**src/verilog/lsu_pkg.sv**
```systemverilog
`default_nettype none

// shared widths and access codes for the load/store unit
package lsu_pkg;

    // ==============================
    // widths
    // ==============================
    localparam int XLEN          = 32;          // data word
    localparam int XLEN_BYTES    = XLEN / 8;    // byte lanes per word
    localparam int REG_ADDR_BITS = 5;           // rd index
    localparam int WIDTH_BITS    = 3;           // funct3 style width code
    localparam int LANE_BITS     = 2;           // addr bits picking a lane

    // ==============================
    // width codes, same as funct3
    // ==============================
    localparam logic [WIDTH_BITS-1:0] WIDTH_B  = 3'b000;  // LB / SB
    localparam logic [WIDTH_BITS-1:0] WIDTH_H  = 3'b001;  // LH / SH
    localparam logic [WIDTH_BITS-1:0] WIDTH_W  = 3'b010;  // LW / SW
    localparam logic [WIDTH_BITS-1:0] WIDTH_BU = 3'b100;  // LBU
    localparam logic [WIDTH_BITS-1:0] WIDTH_HU = 3'b101;  // LHU

    // size field values, low two bits of the code
    localparam logic [WIDTH_BITS-2:0] SIZE_B = 2'd0;
    localparam logic [WIDTH_BITS-2:0] SIZE_H = 2'd1;
    localparam logic [WIDTH_BITS-2:0] SIZE_W = 2'd2;

    // one width code, seen two ways
    //   raw    -> whole funct3, picks the load extension
    //   fields -> unsigned flag + size, used for mask and alignment
    typedef union packed {
        logic [WIDTH_BITS-1:0] raw;
        struct packed {
            logic                  is_unsigned;  // top bit, U variants
            logic [WIDTH_BITS-2:0] size;         // byte / half / word
        } fields;
    } access_width_t;

endpackage

`default_nettype wire

```
**src/verilog/lsu_issue.sv**
```systemverilog
`timescale 1ns/1ps
`default_nettype none

// stage 1, one entry holding register for incoming requests
module lsu_issue #(
    parameter int ADDR_WIDTH = 32
) (
    input  logic                                clk,
    input  logic                                reset_n,

    // request side
    input  logic                                req_valid,
    input  logic                                req_store,
    input  lsu_pkg::access_width_t              req_width,
    input  logic [ADDR_WIDTH-1:0]               req_addr,
    input  logic [lsu_pkg::XLEN-1:0]            req_wdata,
    input  logic [lsu_pkg::REG_ADDR_BITS-1:0]   req_rd,
    output logic                                req_ready,

    // towards the memory stage
    input  logic                                iss_ready,
    output logic                                iss_valid,
    output logic                                iss_store,
    output lsu_pkg::access_width_t              iss_width,
    output logic [ADDR_WIDTH-1:0]               iss_addr,
    output logic [lsu_pkg::XLEN_BYTES-1:0]      iss_be,
    output logic [lsu_pkg::XLEN-1:0]            iss_wdata,
    output logic [lsu_pkg::REG_ADDR_BITS-1:0]   iss_rd,

    // alignment fault
    output logic                                exception_alignment,
    output logic [ADDR_WIDTH-1:0]               exc_addr
);

    localparam int NB = lsu_pkg::XLEN_BYTES;

    logic                              out_of_reset;  // keeps ready low right after reset
    logic                              accept;
    logic                              misaligned;
    logic [lsu_pkg::LANE_BITS-1:0]     lane;
    logic [NB-1:0]                     base_mask;

    // ==============================
    // accept and alignment check
    // ==============================
    // slot is free or emptying this cycle, a faulted item always leaves
    assign req_ready = out_of_reset & (~iss_valid | iss_ready);
    assign accept    = req_valid & req_ready;
    assign lane      = req_addr[lsu_pkg::LANE_BITS-1:0];

    always_comb begin
        case (req_width.fields.size)
            lsu_pkg::SIZE_B: begin
                misaligned = 1'b0;                        // bytes go anywhere
                base_mask  = {{(NB-1){1'b0}}, 1'b1};
            end
            lsu_pkg::SIZE_H: begin
                misaligned = lane[0];                     // odd address
                base_mask  = {{(NB-2){1'b0}}, 2'b11};
            end
            default: begin
                misaligned = |lane;                       // word, must be lane 0
                base_mask  = {NB{1'b1}};
            end
        endcase
    end

    // ==============================
    // control state
    // ==============================
    always_ff @(posedge clk or negedge reset_n) begin
        if (!reset_n) begin
            out_of_reset        <= 1'b0;
            iss_valid           <= 1'b0;
            exception_alignment <= 1'b0;
        end else begin
            out_of_reset        <= 1'b1;
            exception_alignment <= accept & misaligned;  // one cycle, then gone
            if (accept) begin
                iss_valid <= ~misaligned;                // bad item never goes on
            end else if (iss_ready) begin
                iss_valid <= 1'b0;                       // handed on
            end
        end
    end

    // payload, loaded only on accept
    always_ff @(posedge clk) begin
        if (accept) begin
            iss_store <= req_store;
            iss_width <= req_width;
            iss_addr  <= req_addr;
            iss_be    <= base_mask << lane;
            iss_wdata <= req_wdata << {lane, 3'b000};  // data onto its lanes
            iss_rd    <= req_rd;
        end
    end

    assign exc_addr = iss_addr;  // full byte address of the faulted request

endmodule

`default_nettype wire

```
**src/verilog/lsu_mem_port.sv**
```systemverilog
`timescale 1ns/1ps
`default_nettype none

// stage 2, drives the memory port, one access in flight
module lsu_mem_port #(
    parameter int ADDR_WIDTH = 32
) (
    input  logic                                clk,
    input  logic                                reset_n,

    // from the issue stage
    input  logic                                iss_valid,
    input  logic                                iss_store,
    input  lsu_pkg::access_width_t              iss_width,
    input  logic [ADDR_WIDTH-1:0]               iss_addr,
    input  logic [lsu_pkg::XLEN_BYTES-1:0]      iss_be,
    input  logic [lsu_pkg::XLEN-1:0]            iss_wdata,
    input  logic [lsu_pkg::REG_ADDR_BITS-1:0]   iss_rd,
    output logic                                iss_ready,

    // memory port
    input  logic                                mem_ack,
    input  logic [lsu_pkg::XLEN-1:0]            mem_rdata,
    output logic                                mem_re,
    output logic [lsu_pkg::XLEN_BYTES-1:0]      mem_we,
    output logic [ADDR_WIDTH-1:0]               mem_addr,
    output logic [lsu_pkg::XLEN-1:0]            mem_wdata,

    // towards load alignment, one cycle each
    output logic                                rd_valid,
    output logic [lsu_pkg::XLEN-1:0]            rd_data,
    output logic [lsu_pkg::LANE_BITS-1:0]       rd_lane,
    output lsu_pkg::access_width_t              rd_width,
    output logic [lsu_pkg::REG_ADDR_BITS-1:0]   rd_dest,
    output logic                                wr_ack
);

    localparam logic [1:0] S_IDLE  = 2'd0;
    localparam logic [1:0] S_LOAD  = 2'd1;
    localparam logic [1:0] S_STORE = 2'd2;

    logic [1:0]                        state;
    logic                              start;
    logic                              done;       // ack seen while busy
    logic [lsu_pkg::LANE_BITS-1:0]     lane_q;     // kept for the load shift
    lsu_pkg::access_width_t            width_q;
    logic [lsu_pkg::REG_ADDR_BITS-1:0] dest_q;

    assign iss_ready = (state == S_IDLE);
    assign start     = iss_valid & iss_ready;
    assign done      = (state != S_IDLE) & mem_ack;

    // ==============================
    // access FSM
    // ==============================
    always_ff @(posedge clk or negedge reset_n) begin
        if (!reset_n) begin
            state  <= S_IDLE;
            mem_re <= 1'b0;
            mem_we <= '0;
        end else begin
            case (state)
                S_IDLE: begin
                    if (start) begin
                        state  <= iss_store ? S_STORE : S_LOAD;
                        mem_re <= ~iss_store;
                        mem_we <= iss_store ? iss_be : '0;  // never with mem_re
                    end
                end
                S_LOAD, S_STORE: begin
                    if (mem_ack) begin       // request held until here
                        state  <= S_IDLE;
                        mem_re <= 1'b0;
                        mem_we <= '0;
                    end
                end
                default: begin
                    state <= S_IDLE;
                end
            endcase
        end
    end

    // access payload, stable for the whole access
    always_ff @(posedge clk) begin
        if (start) begin
            mem_addr  <= {iss_addr[ADDR_WIDTH-1:lsu_pkg::LANE_BITS],
                          {lsu_pkg::LANE_BITS{1'b0}}};  // word aligned
            mem_wdata <= iss_wdata;
            lane_q    <= iss_addr[lsu_pkg::LANE_BITS-1:0];
            width_q   <= iss_width;
            dest_q    <= iss_rd;
        end
    end

    // ==============================
    // completion, in the ack cycle
    // ==============================
    assign rd_valid = done & (state == S_LOAD);
    assign wr_ack   = done & (state == S_STORE);
    assign rd_data  = mem_rdata;  // raw word, shifted in stage 3
    assign rd_lane  = lane_q;
    assign rd_width = width_q;
    assign rd_dest  = dest_q;

endmodule

`default_nettype wire

```
**src/verilog/lsu_load_align.sv**
```systemverilog
`timescale 1ns/1ps
`default_nettype none

// stage 3, lines up the load data and writes it back
module lsu_load_align (
    input  logic                                clk,
    input  logic                                reset_n,

    // from the memory stage
    input  logic                                rd_valid,
    input  logic [lsu_pkg::XLEN-1:0]            rd_data,
    input  logic [lsu_pkg::LANE_BITS-1:0]       rd_lane,
    input  lsu_pkg::access_width_t              rd_width,
    input  logic [lsu_pkg::REG_ADDR_BITS-1:0]   rd_dest,
    input  logic                                wr_ack,

    // register file write port
    output logic                                reg_we,
    output logic [lsu_pkg::REG_ADDR_BITS-1:0]   reg_addr,
    output logic [lsu_pkg::XLEN-1:0]            reg_wdata,

    output logic                                store_done
);

    localparam int XL = lsu_pkg::XLEN;

    logic [XL-1:0] shifted;   // addressed byte now in lane 0
    logic [XL-1:0] extended;

    // ==============================
    // shift and extend
    // ==============================
    assign shifted = rd_data >> {rd_lane, 3'b000};

    always_comb begin
        case (rd_width.raw)
            lsu_pkg::WIDTH_B:  extended = {{(XL-8){shifted[7]}}, shifted[7:0]};
            lsu_pkg::WIDTH_H:  extended = {{(XL-16){shifted[15]}}, shifted[15:0]};
            lsu_pkg::WIDTH_BU: extended = {{(XL-8){1'b0}}, shifted[7:0]};
            lsu_pkg::WIDTH_HU: extended = {{(XL-16){1'b0}}, shifted[15:0]};
            lsu_pkg::WIDTH_W:  extended = shifted;
            default:           extended = shifted;  // no other codes get issued
        endcase
    end

    // ==============================
    // write back
    // ==============================
    always_ff @(posedge clk or negedge reset_n) begin
        if (!reset_n) begin
            reg_we     <= 1'b0;
            store_done <= 1'b0;
        end else begin
            reg_we     <= rd_valid;   // one cycle after the load ack
            store_done <= wr_ack;     // one cycle after the store ack
        end
    end

    always_ff @(posedge clk) begin
        if (rd_valid) begin
            reg_addr  <= rd_dest;
            reg_wdata <= extended;
        end
    end

endmodule

`default_nettype wire

```
**src/verilog/lsu_top.sv**
```systemverilog
`timescale 1ns/1ps
`default_nettype none

// load/store unit, issue -> memory access -> load align
module lsu_top #(
    parameter int ADDR_WIDTH = 32
) (
    input  logic                                clk,
    input  logic                                reset_n,

    // ==============================
    // request side
    // ==============================
    input  logic                                req_valid,
    input  logic                                req_store,
    input  lsu_pkg::access_width_t              req_width,
    input  logic [ADDR_WIDTH-1:0]               req_addr,
    input  logic [lsu_pkg::XLEN-1:0]            req_wdata,
    input  logic [lsu_pkg::REG_ADDR_BITS-1:0]   req_rd,
    output logic                                req_ready,

    // ==============================
    // memory side
    // ==============================
    output logic                                mem_re,
    output logic [lsu_pkg::XLEN_BYTES-1:0]      mem_we,
    output logic [ADDR_WIDTH-1:0]               mem_addr,
    output logic [lsu_pkg::XLEN-1:0]            mem_wdata,
    input  logic                                mem_ack,
    input  logic [lsu_pkg::XLEN-1:0]            mem_rdata,

    // ==============================
    // completion side
    // ==============================
    output logic                                reg_we,
    output logic [lsu_pkg::REG_ADDR_BITS-1:0]   reg_addr,
    output logic [lsu_pkg::XLEN-1:0]            reg_wdata,
    output logic                                store_done,
    output logic                                exception_alignment,
    output logic [ADDR_WIDTH-1:0]               exc_addr
);

    // stage 1 -> stage 2
    logic                              iss_valid;
    logic                              iss_ready;
    logic                              iss_store;
    lsu_pkg::access_width_t            iss_width;
    logic [ADDR_WIDTH-1:0]             iss_addr;
    logic [lsu_pkg::XLEN_BYTES-1:0]    iss_be;
    logic [lsu_pkg::XLEN-1:0]          iss_wdata;
    logic [lsu_pkg::REG_ADDR_BITS-1:0] iss_rd;

    // stage 2 -> stage 3
    logic                              rd_valid;
    logic [lsu_pkg::XLEN-1:0]          rd_data;
    logic [lsu_pkg::LANE_BITS-1:0]     rd_lane;
    lsu_pkg::access_width_t            rd_width;
    logic [lsu_pkg::REG_ADDR_BITS-1:0] rd_dest;
    logic                              wr_ack;

    lsu_issue #(.ADDR_WIDTH(ADDR_WIDTH)) u_issue (
        .clk(clk), .reset_n(reset_n),
        .req_valid(req_valid), .req_store(req_store), .req_width(req_width),
        .req_addr(req_addr), .req_wdata(req_wdata), .req_rd(req_rd),
        .req_ready(req_ready), .iss_ready(iss_ready),
        .iss_valid(iss_valid), .iss_store(iss_store), .iss_width(iss_width),
        .iss_addr(iss_addr), .iss_be(iss_be), .iss_wdata(iss_wdata), .iss_rd(iss_rd),
        .exception_alignment(exception_alignment), .exc_addr(exc_addr)
    );

    lsu_mem_port #(.ADDR_WIDTH(ADDR_WIDTH)) u_mem_port (
        .clk(clk), .reset_n(reset_n),
        .iss_valid(iss_valid), .iss_store(iss_store), .iss_width(iss_width),
        .iss_addr(iss_addr), .iss_be(iss_be), .iss_wdata(iss_wdata), .iss_rd(iss_rd),
        .iss_ready(iss_ready),
        .mem_ack(mem_ack), .mem_rdata(mem_rdata),
        .mem_re(mem_re), .mem_we(mem_we), .mem_addr(mem_addr), .mem_wdata(mem_wdata),
        .rd_valid(rd_valid), .rd_data(rd_data), .rd_lane(rd_lane),
        .rd_width(rd_width), .rd_dest(rd_dest), .wr_ack(wr_ack)
    );

    lsu_load_align u_load_align (
        .clk(clk), .reset_n(reset_n),
        .rd_valid(rd_valid), .rd_data(rd_data), .rd_lane(rd_lane),
        .rd_width(rd_width), .rd_dest(rd_dest), .wr_ack(wr_ack),
        .reg_we(reg_we), .reg_addr(reg_addr), .reg_wdata(reg_wdata),
        .store_done(store_done)
    );

endmodule

`default_nettype wire

```
**config.mk**
```make
export PLATFORM = sky130hd
export DESIGN_NAME = lsu_top
export DESIGN_NICKNAME = d
export VERILOG_FILES = /design/src/verilog/lsu_pkg.sv /design/src/verilog/lsu_issue.sv /design/src/verilog/lsu_mem_port.sv /design/src/verilog/lsu_load_align.sv /design/src/verilog/lsu_top.sv
export SDC_FILE = /design/constraint.sdc
export NUM_CORES = 1
export LEC_CHECK = 0
export BUFFER_PORTS_ARGS = -buffer_cell sky130_fd_sc_hd__buf_2
export CORE_ASPECT_RATIO = 0.8
export CORE_MARGIN = 1
export CORE_UTILIZATION = 25
export DETAILED_ROUTE_END_ITERATION = 8
export PLACE_DENSITY = 0.47
export SLEW_MARGIN = 25
export SYNTH_ARGS = -nofsm -noshare
export SYNTH_HDL_FRONTEND = slang
export SYNTH_SLANG_ARGS = --single-unit
export TNS_END_PERCENT = 20
```
**constraint.sdc**
```tcl
create_clock -name clk -period 3 [get_ports clk]
set_clock_uncertainty 0.1 [all_clocks]
set_input_delay 0.6 -clock clk [delete_from_list [all_inputs] [get_ports clk]]
set_output_delay 0.6 -clock clk [all_outputs]
set_load 0.005 [all_outputs]
```
==> impl_metrics.tcl, run 1 <==
set metrics [dict create \
    min_period_over_period_pct 79.5 \
    drc 0 \
    finalNetCount 828 \
    n_fill_cell 2960 \
    clk_latency_ns 0.43 \
    clock_sinks 198 \
    drive_gt1_share_pct 44.2 \
    routedWlPerCell_um 16.3 \
    cpPeakStageDelay_ns 0.40 \
    worst-setup-path-type "flop to output pin" \
    final_cell_mix "sky130_fd_sc_hd__buf_2 (248), sky130_fd_sc_hd__edfxtp_1 (186), sky130_fd_sc_hd__mux2i_1 (31), sky130_fd_sc_hd__nand2_1 (29), sky130_fd_sc_hd__a21oi_1 (24)" \
    crit_chain "inv_1, ha_1, nand2b_1, and2_1, buf_2" \
    yosys_most_used_dff "sky130_fd_sc_hd__edfxtp_1" \
    worst-endpoint-arrival_ns 1.68 \
    placedCellCount 1102 \
    worst_ir_drop_vdd_uv 363 \
    period_minus_slack_ns 2.38 \
    die-width_um 197 \
    wire_length_of_the_first_global_routing_pass_um 27200 \
    p_leak_nw 3.85 \
    maximum_number_of_pins_on_one_net_before_global_route_repair 37 \
    clk_transition_reported_paths_ns 0.07 \
    first_drt_pass_iteration_count 6 \
    end_kind "output pin" \
    die_height_um 158 \
    layout_commonest_cell "sky130_fd_sc_hd__buf_2" \
    synth_top_area_share_pct 73.1 \
    async_reset_ff_share_pct 6.06 \
    crit_path_top_delay_cell "sky130_fd_sc_hd__dfrtp_1" \
    initial_utilization_pct 25.8 \
    final_hold_violation_count 0 \
    number_of_nets_with_antenna_violations_after_routing 0 \
    route.detailed.vias_per_inst 4.12 \
    cts-root-to-sink-buffers 2 \
    timing.rr.start "u_mem_port.rd_lane[0]" \
    hold_path.class "primary input to flop" \
    drv.max_cap_violation_count 0 \
    synth_warnings 0 \
    setup-violations-final 0 \
    synth_edf_count 186 \
    layout.cells.non_filler 1135 \
    max_slew_margin_pct 50.4 \
    cts_htree_levels 4 \
    routed_wl_um 18500 \
    crit_path_start "u_mem_port.state[0]" \
    area_growth_syn_to_layout_pct 30.0 \
    rsz0062_at_grt "false" \
    family_with_the_most_delay_on_the_worst_path "flip-flops" \
    path_buf_inv 2 \
    rows 56 \
    detailedPlacementHpwl_um 13500 \
    power.density_cell_area_nw_per_um2 680 \
    track_usage_pct 11.9 \
    drt_iter0_markers 209 \
    vias 4674 \
    clock_buffers_created_by_tritoncts 17 \
    placement.io_buffers 248 \
    timing.critical_path.fanout_max 8 \
    clock_tree_from_tritoncts "done" \
    tns_ns 0 \
    timing.fmax_mhz 419 \
    yosys_register_bits 198 \
    critical_path_required_ns 2.30 \
    final-max-slew-violation-count 0 \
    first_global_vias 4519 \
    post_synth_num_cell_types 40 \
    cp-start-kind "flop" \
    fp.coreArea_um2 29600 \
    synth_area_leader_cell "sky130_fd_sc_hd__edfxtp_1" \
    hold_path_origin "req_addr[17]" \
    timing_worst_slew_pin_value_ns 0.743 \
    design.portCount 251 \
    cts_root_buf "sky130_fd_sc_hd__clkbuf_16" \
    post_cts.resized_instances 0 \
    n_antenna_cell 0 \
    netlist_top_cells_area "sky130_fd_sc_hd__edfxtp_1 (73%), sky130_fd_sc_hd__mux2i_1 (4.1%), sky130_fd_sc_hd__dfrtp_1 (3.9%)" \
    die_area_um2 31300 \
    gr-total-overflow 0 \
    syn_inst 458 \
    grt_antenna_before_repair 1 \
    post_synthesis_mean_instance_area_um2 16.7 \
    outcome "complete, no violations" \
    sequential_fraction_of_the_synthesis_area_pct 77.1 \
    syn-cell-area_um2 7640 \
    routabilityCongestion 0.758 \
]
metal layers:
layer / part of all wire, % / GRT usage (%)
met1: 48 / 17.1
met2: 45 / 17.4
met3: 5.7 / 3.01
met4: 0.86 / 3.77
met5: 0.070 / 0
cell type report:
| class | count | area (µm²) | share of cell area [%] |
|---|---|---|---|
| well taps | 406 | 508 | 5.12 |
| clock inverters | 15 | 120 | 1.21 |
| repair buffers | 263 | 1390 | 14.0 |
| multi-input cells | 228 | 1560 | 15.7 |
| clock buffers | 17 | 425 | 4.29 |
| inverters | 8 | 31.3 | 0.315 |
| flip-flops and latches | 198 | 5890 | 59.3 |
power breakdown:
group	internal [mW]	switching [mW]	leakage (nW)
sequential	3.43	0.120	1.88
combinational	0.443	0.604	1.69
clock	1.08	1.08	0.272
state kept, by name, indices dropped and copies added (netlist names), 4 cells and up:
register	cells
u_issue.exc_addr	32
u_issue.iss_be	4
u_issue.iss_rd	5
u_issue.iss_wdata	32
u_load_align.reg_addr	5
u_load_align.reg_wdata	32
u_mem_port.mem_addr	30
u_mem_port.mem_wdata	32
u_mem_port.mem_we	4
u_mem_port.rd_dest	5
cell families (layout without fill, tap and decap cells):
kind of cell,after synthesis,count (layout),synth area share [%]
buffers and inverters,33,303,2.59
xor gates and xnor gates,1,1,0.115
AOI/OAI and AO/OA,82,82,7.06
adders and majority gates,3,3,0.492
DFF,198,198,77.1
muxes,40,40,5.39
and+or+nand+nor,99,99,7.18
other,2,3,0.0983
worst paths after layout:
kind                                               to  slack [ns]  cells past startpoint
max                                         req_ready        0.62                      5
min                              u_issue.exc_addr[17]        0.24                      1
max reg2reg                u_load_align.reg_wdata[28]        0.79                      3
min reg2reg                     u_mem_port.rd_dest[2]        0.32                      0
max in group asynchronous           u_issue.iss_valid        2.09                      2
min in group asynchronous     u_load_align.store_done        0.48                      2
cells in the mapped netlist (8+ instances only):
cell type and n:
sky130_fd_sc_hd__edfxtp_1 186, sky130_fd_sc_hd__mux2i_1 31, sky130_fd_sc_hd__nand2_1 29, sky130_fd_sc_hd__a21oi_1 24
sky130_fd_sc_hd__nor2b_1 20, sky130_fd_sc_hd__o211ai_1 16, sky130_fd_sc_hd__a211oi_1 15, sky130_fd_sc_hd__nor2_1 14
sky130_fd_sc_hd__dfrtp_1 12, sky130_fd_sc_hd__o21ai_0 12, sky130_fd_sc_hd__and2_1 10, sky130_fd_sc_hd__mux2_2 9
sky130_fd_sc_hd__a21boi_1 8, sky130_fd_sc_hd__inv_1 8, sky130_fd_sc_hd__or2_2 8
through the flow:
step	instance area, µm²	worst slack, ns	power (mW)	util (%)	hold slack (ns)
2_1_floorplan	7640	0.00932	4.18	-	0.204
3_3_place_gp	9370	0.825	4.68	31.6	0.301
3_5_place_dp	9370	0.768	4.68	31.6	0.306
4_1_cts	9920	0.597	6.89	33.5	0.204
5_1_grt	9920	0.490	7.12	33.5	0.205
6_report	9920	0.615	6.75	33.5	0.240
what timing repair did:
action	in CTS	in global routing
hold endpoints to repair	12	0
endpoints found under the setup margin	0	0
hold buffers	1	0
buffers inserted	0	0
No activity file was read; power rests on OpenSTA's default activity.
==> run 2: changes to the inputs <==
==> constraint.sdc (replaced) <==
create_clock -name clk -period 1.93 [get_ports clk]
set_clock_uncertainty 0.1 [all_clocks]
set_input_delay 0.386 -clock clk [delete_from_list [all_inputs] [get_ports clk]]
set_output_delay 0.386 -clock clk [all_outputs]
set_load 0.005 [all_outputs]
==> run 2 against run 1 <==
Compared with the run above:
- first-iteration DRC count is 15% higher
- register-to-register slack lost 0.64 ns
- highest routed layer unchanged
- critical path type unchanged
- cell count increased by 2.6%
- clock-buffer cell count up 2
==> impl_metrics.tcl, run 2 (synthesis gave the netlist of run 1 again) <==
set metrics [dict create \
    maximum_number_of_pins_on_one_net_before_global_route_repair 49 \
    setup-violations-final 0 \
    layout_commonest_cell "sky130_fd_sc_hd__buf_2" \
    hold_path.class "primary input to flop" \
    cts_root_buf "sky130_fd_sc_hd__clkbuf_16" \
    routed_wl_um 19000 \
    route.detailed.vias_per_inst 4.09 \
    end_kind "output pin" \
    gr-total-overflow 0 \
    power.density_cell_area_nw_per_um2 1050 \
    tns_ns 0 \
    max_slew_margin_pct 35.6 \
    timing.critical_path.fanout_max 3 \
    initial_utilization_pct 25.8 \
    cts-root-to-sink-buffers 2 \
    vias 4756 \
    die-width_um 197 \
    worst-setup-path-type "flop to output pin" \
    min_period_over_period_pct 97.9 \
    routabilityCongestion 0.740 \
    timing.rr.start "u_mem_port.state[1]" \
    hold_slack_ns 0.0292 \
    first_drt_pass_iteration_count 4 \
    placement.io_buffers 248 \
    layout.cells.non_filler 1164 \
    timing.hold.worst_endpoint "u_issue.iss_store" \
    drc 0 \
    number_of_nets_with_antenna_violations_after_routing 0 \
    clock_tree_from_tritoncts "done" \
    critical_path_required_ns 1.44 \
    clock_buffers_created_by_tritoncts 17 \
    detailedPlacementHpwl_um 13800 \
    drv.max_cap_violation_count 0 \
    final_hold_violation_count 0 \
    rows 56 \
    finalNetCount 856 \
    fp.coreArea_um2 29600 \
    r2r_slack_ns 0.15 \
    n_fill_cell 2922 \
    period_minus_slack_ns 1.89 \
    design.portCount 251 \
    final-max-slew-violation-count 0 \
    worst_ir_drop_vdd_uv 635 \
    track_usage_pct 12.1 \
    area_growth_syn_to_layout_pct 34.3 \
    worst-endpoint-arrival_ns 1.40 \
    clock_sinks 198 \
    clk_transition_reported_paths_ns 0.07 \
    die_height_um 158 \
    routedWlPerCell_um 16.3 \
    timing_worst_slew_pin_value_ns 0.964 \
    rsz0062_at_grt "true" \
    worst_hold_path.num_cells 1 \
    cts_htree_levels 4 \
    grt_antenna_before_repair 3 \
    final_cell_mix "sky130_fd_sc_hd__buf_2 (247), sky130_fd_sc_hd__edfxtp_1 (186), sky130_fd_sc_hd__mux2i_1 (31), sky130_fd_sc_hd__nand2_1 (29), sky130_fd_sc_hd__buf_4 (27)" \
    layout.cell_area.non_filler_um2 10300 \
    wire_length_of_the_first_global_routing_pass_um 27800 \
    place_area_um2 9520 \
    worstReg2RegEnd "u_issue.iss_rd[4]" \
    placedCellCount 1112 \
    drt_iter0_markers 241 \
    hold_path_origin "req_store" \
    die_area_um2 31300 \
    first_global_vias 4660 \
    worst_r2r_path_depth 7 \
    clk_latency_ns 0.43 \
    p_leak_nw 3.99 \
    outcome "complete, no violations" \
    drive_gt1_share_pct 45.6 \
    timing.fmax_mhz 529 \
    cp-start-kind "flop" \
]
[run 2: changes by cell type in the layout (fill, tap and decap cells not counted), moves of 3 or more]
| cell | delta |
|---|---|
| sky130_fd_sc_hd__clkinvlp_4 | +3 |
| sky130_fd_sc_hd__dlygate4sd3_1 | +9 |
| sky130_fd_sc_hd__buf_12 | +3 |
| sky130_fd_sc_hd__clkinv_2 | -4 |
| sky130_fd_sc_hd__buf_4 | +16 |
[run 2: timing repair]
item	CTS	global route
pin swaps	2	1
gates resized for setup	2	1
buffers inserted	5	4
hold endpoints to repair	15	6
hold buffers	4	6
setup endpoints to repair	1	5
[run 2: routing by layer]
metal  GRT usage [%]  wire length (µm)  vias up
met2            17.6              8290      167
li1                -                 -     2294
met5               0                27        -
met3            3.96              1420       17
met1            17.0              9120     2274
met4            3.29               174        4
[run 2: how the worst max path moves through the flow]
stage | startpoint | endpoint | slack [ns] | depth (start not counted)
global route | u_mem_port.state[0] | req_ready | -0.03 | 5
floorplan | u_mem_port.state[0] | u_issue.exc_addr[0] | -0.50 | 5
global placement | req_addr[0] | u_issue.iss_wdata[19] | 0.15 | 4
CTS | u_mem_port.state[1] | req_ready | 0.002 | 5
finish | u_mem_port.state[1] | req_ready | 0.04 | 5
detailed placement | req_addr[0] | u_issue.iss_wdata[18] | 0.17 | 4
[run 2: final cells by class]
cell class / instances / area [µm²] / area share, %
flip-flops and latches: 198 / 5890 / 57.4
clock buffers: 19 / 433 / 4.22
repair buffers: 291 / 1670 / 16.3
clock inverters: 13 / 125 / 1.22
well taps: 406 / 508 / 4.95
diodes: 1 / 2.50 / 0.0244
inverters: 8 / 33.8 / 0.329
multi-input cells: 228 / 1600 / 15.6
[run 2: metrics by stage]
| step | util, % | power [mW] | setup slack (ns) |
|---|---|---|---|
| after CTS | 34.3 | 10.9 | 0.00151 |
| after detailed placement | 32.1 | 7.39 | 0.167 |
| after global placement | 32.1 | 7.39 | 0.151 |
| after global routing | 34.6 | 11.3 | -0.0349 |
| after floorplan | - | 6.52 | -0.496 |
| final | 34.6 | 10.8 | 0.0403 |
[run 2: worst max-delay path, stage by stage, from the launching register on]
cell and delay, ns:
sky130_fd_sc_hd__dfrtp_1 0.37, sky130_fd_sc_hd__inv_2 0.06, sky130_fd_sc_hd__ha_4 0.16, sky130_fd_sc_hd__nand2b_4 0.13, sky130_fd_sc_hd__and2_4 0.15, sky130_fd_sc_hd__buf_6 0.11
[run 2: report_power, final]
group / internal [mW] / switching [mW] / leakage [nW]
Clock: 1.80 / 1.64 / 0.263
Sequential: 5.32 / 0.174 / 1.88
Combinational: 0.856 / 0.997 / 1.84
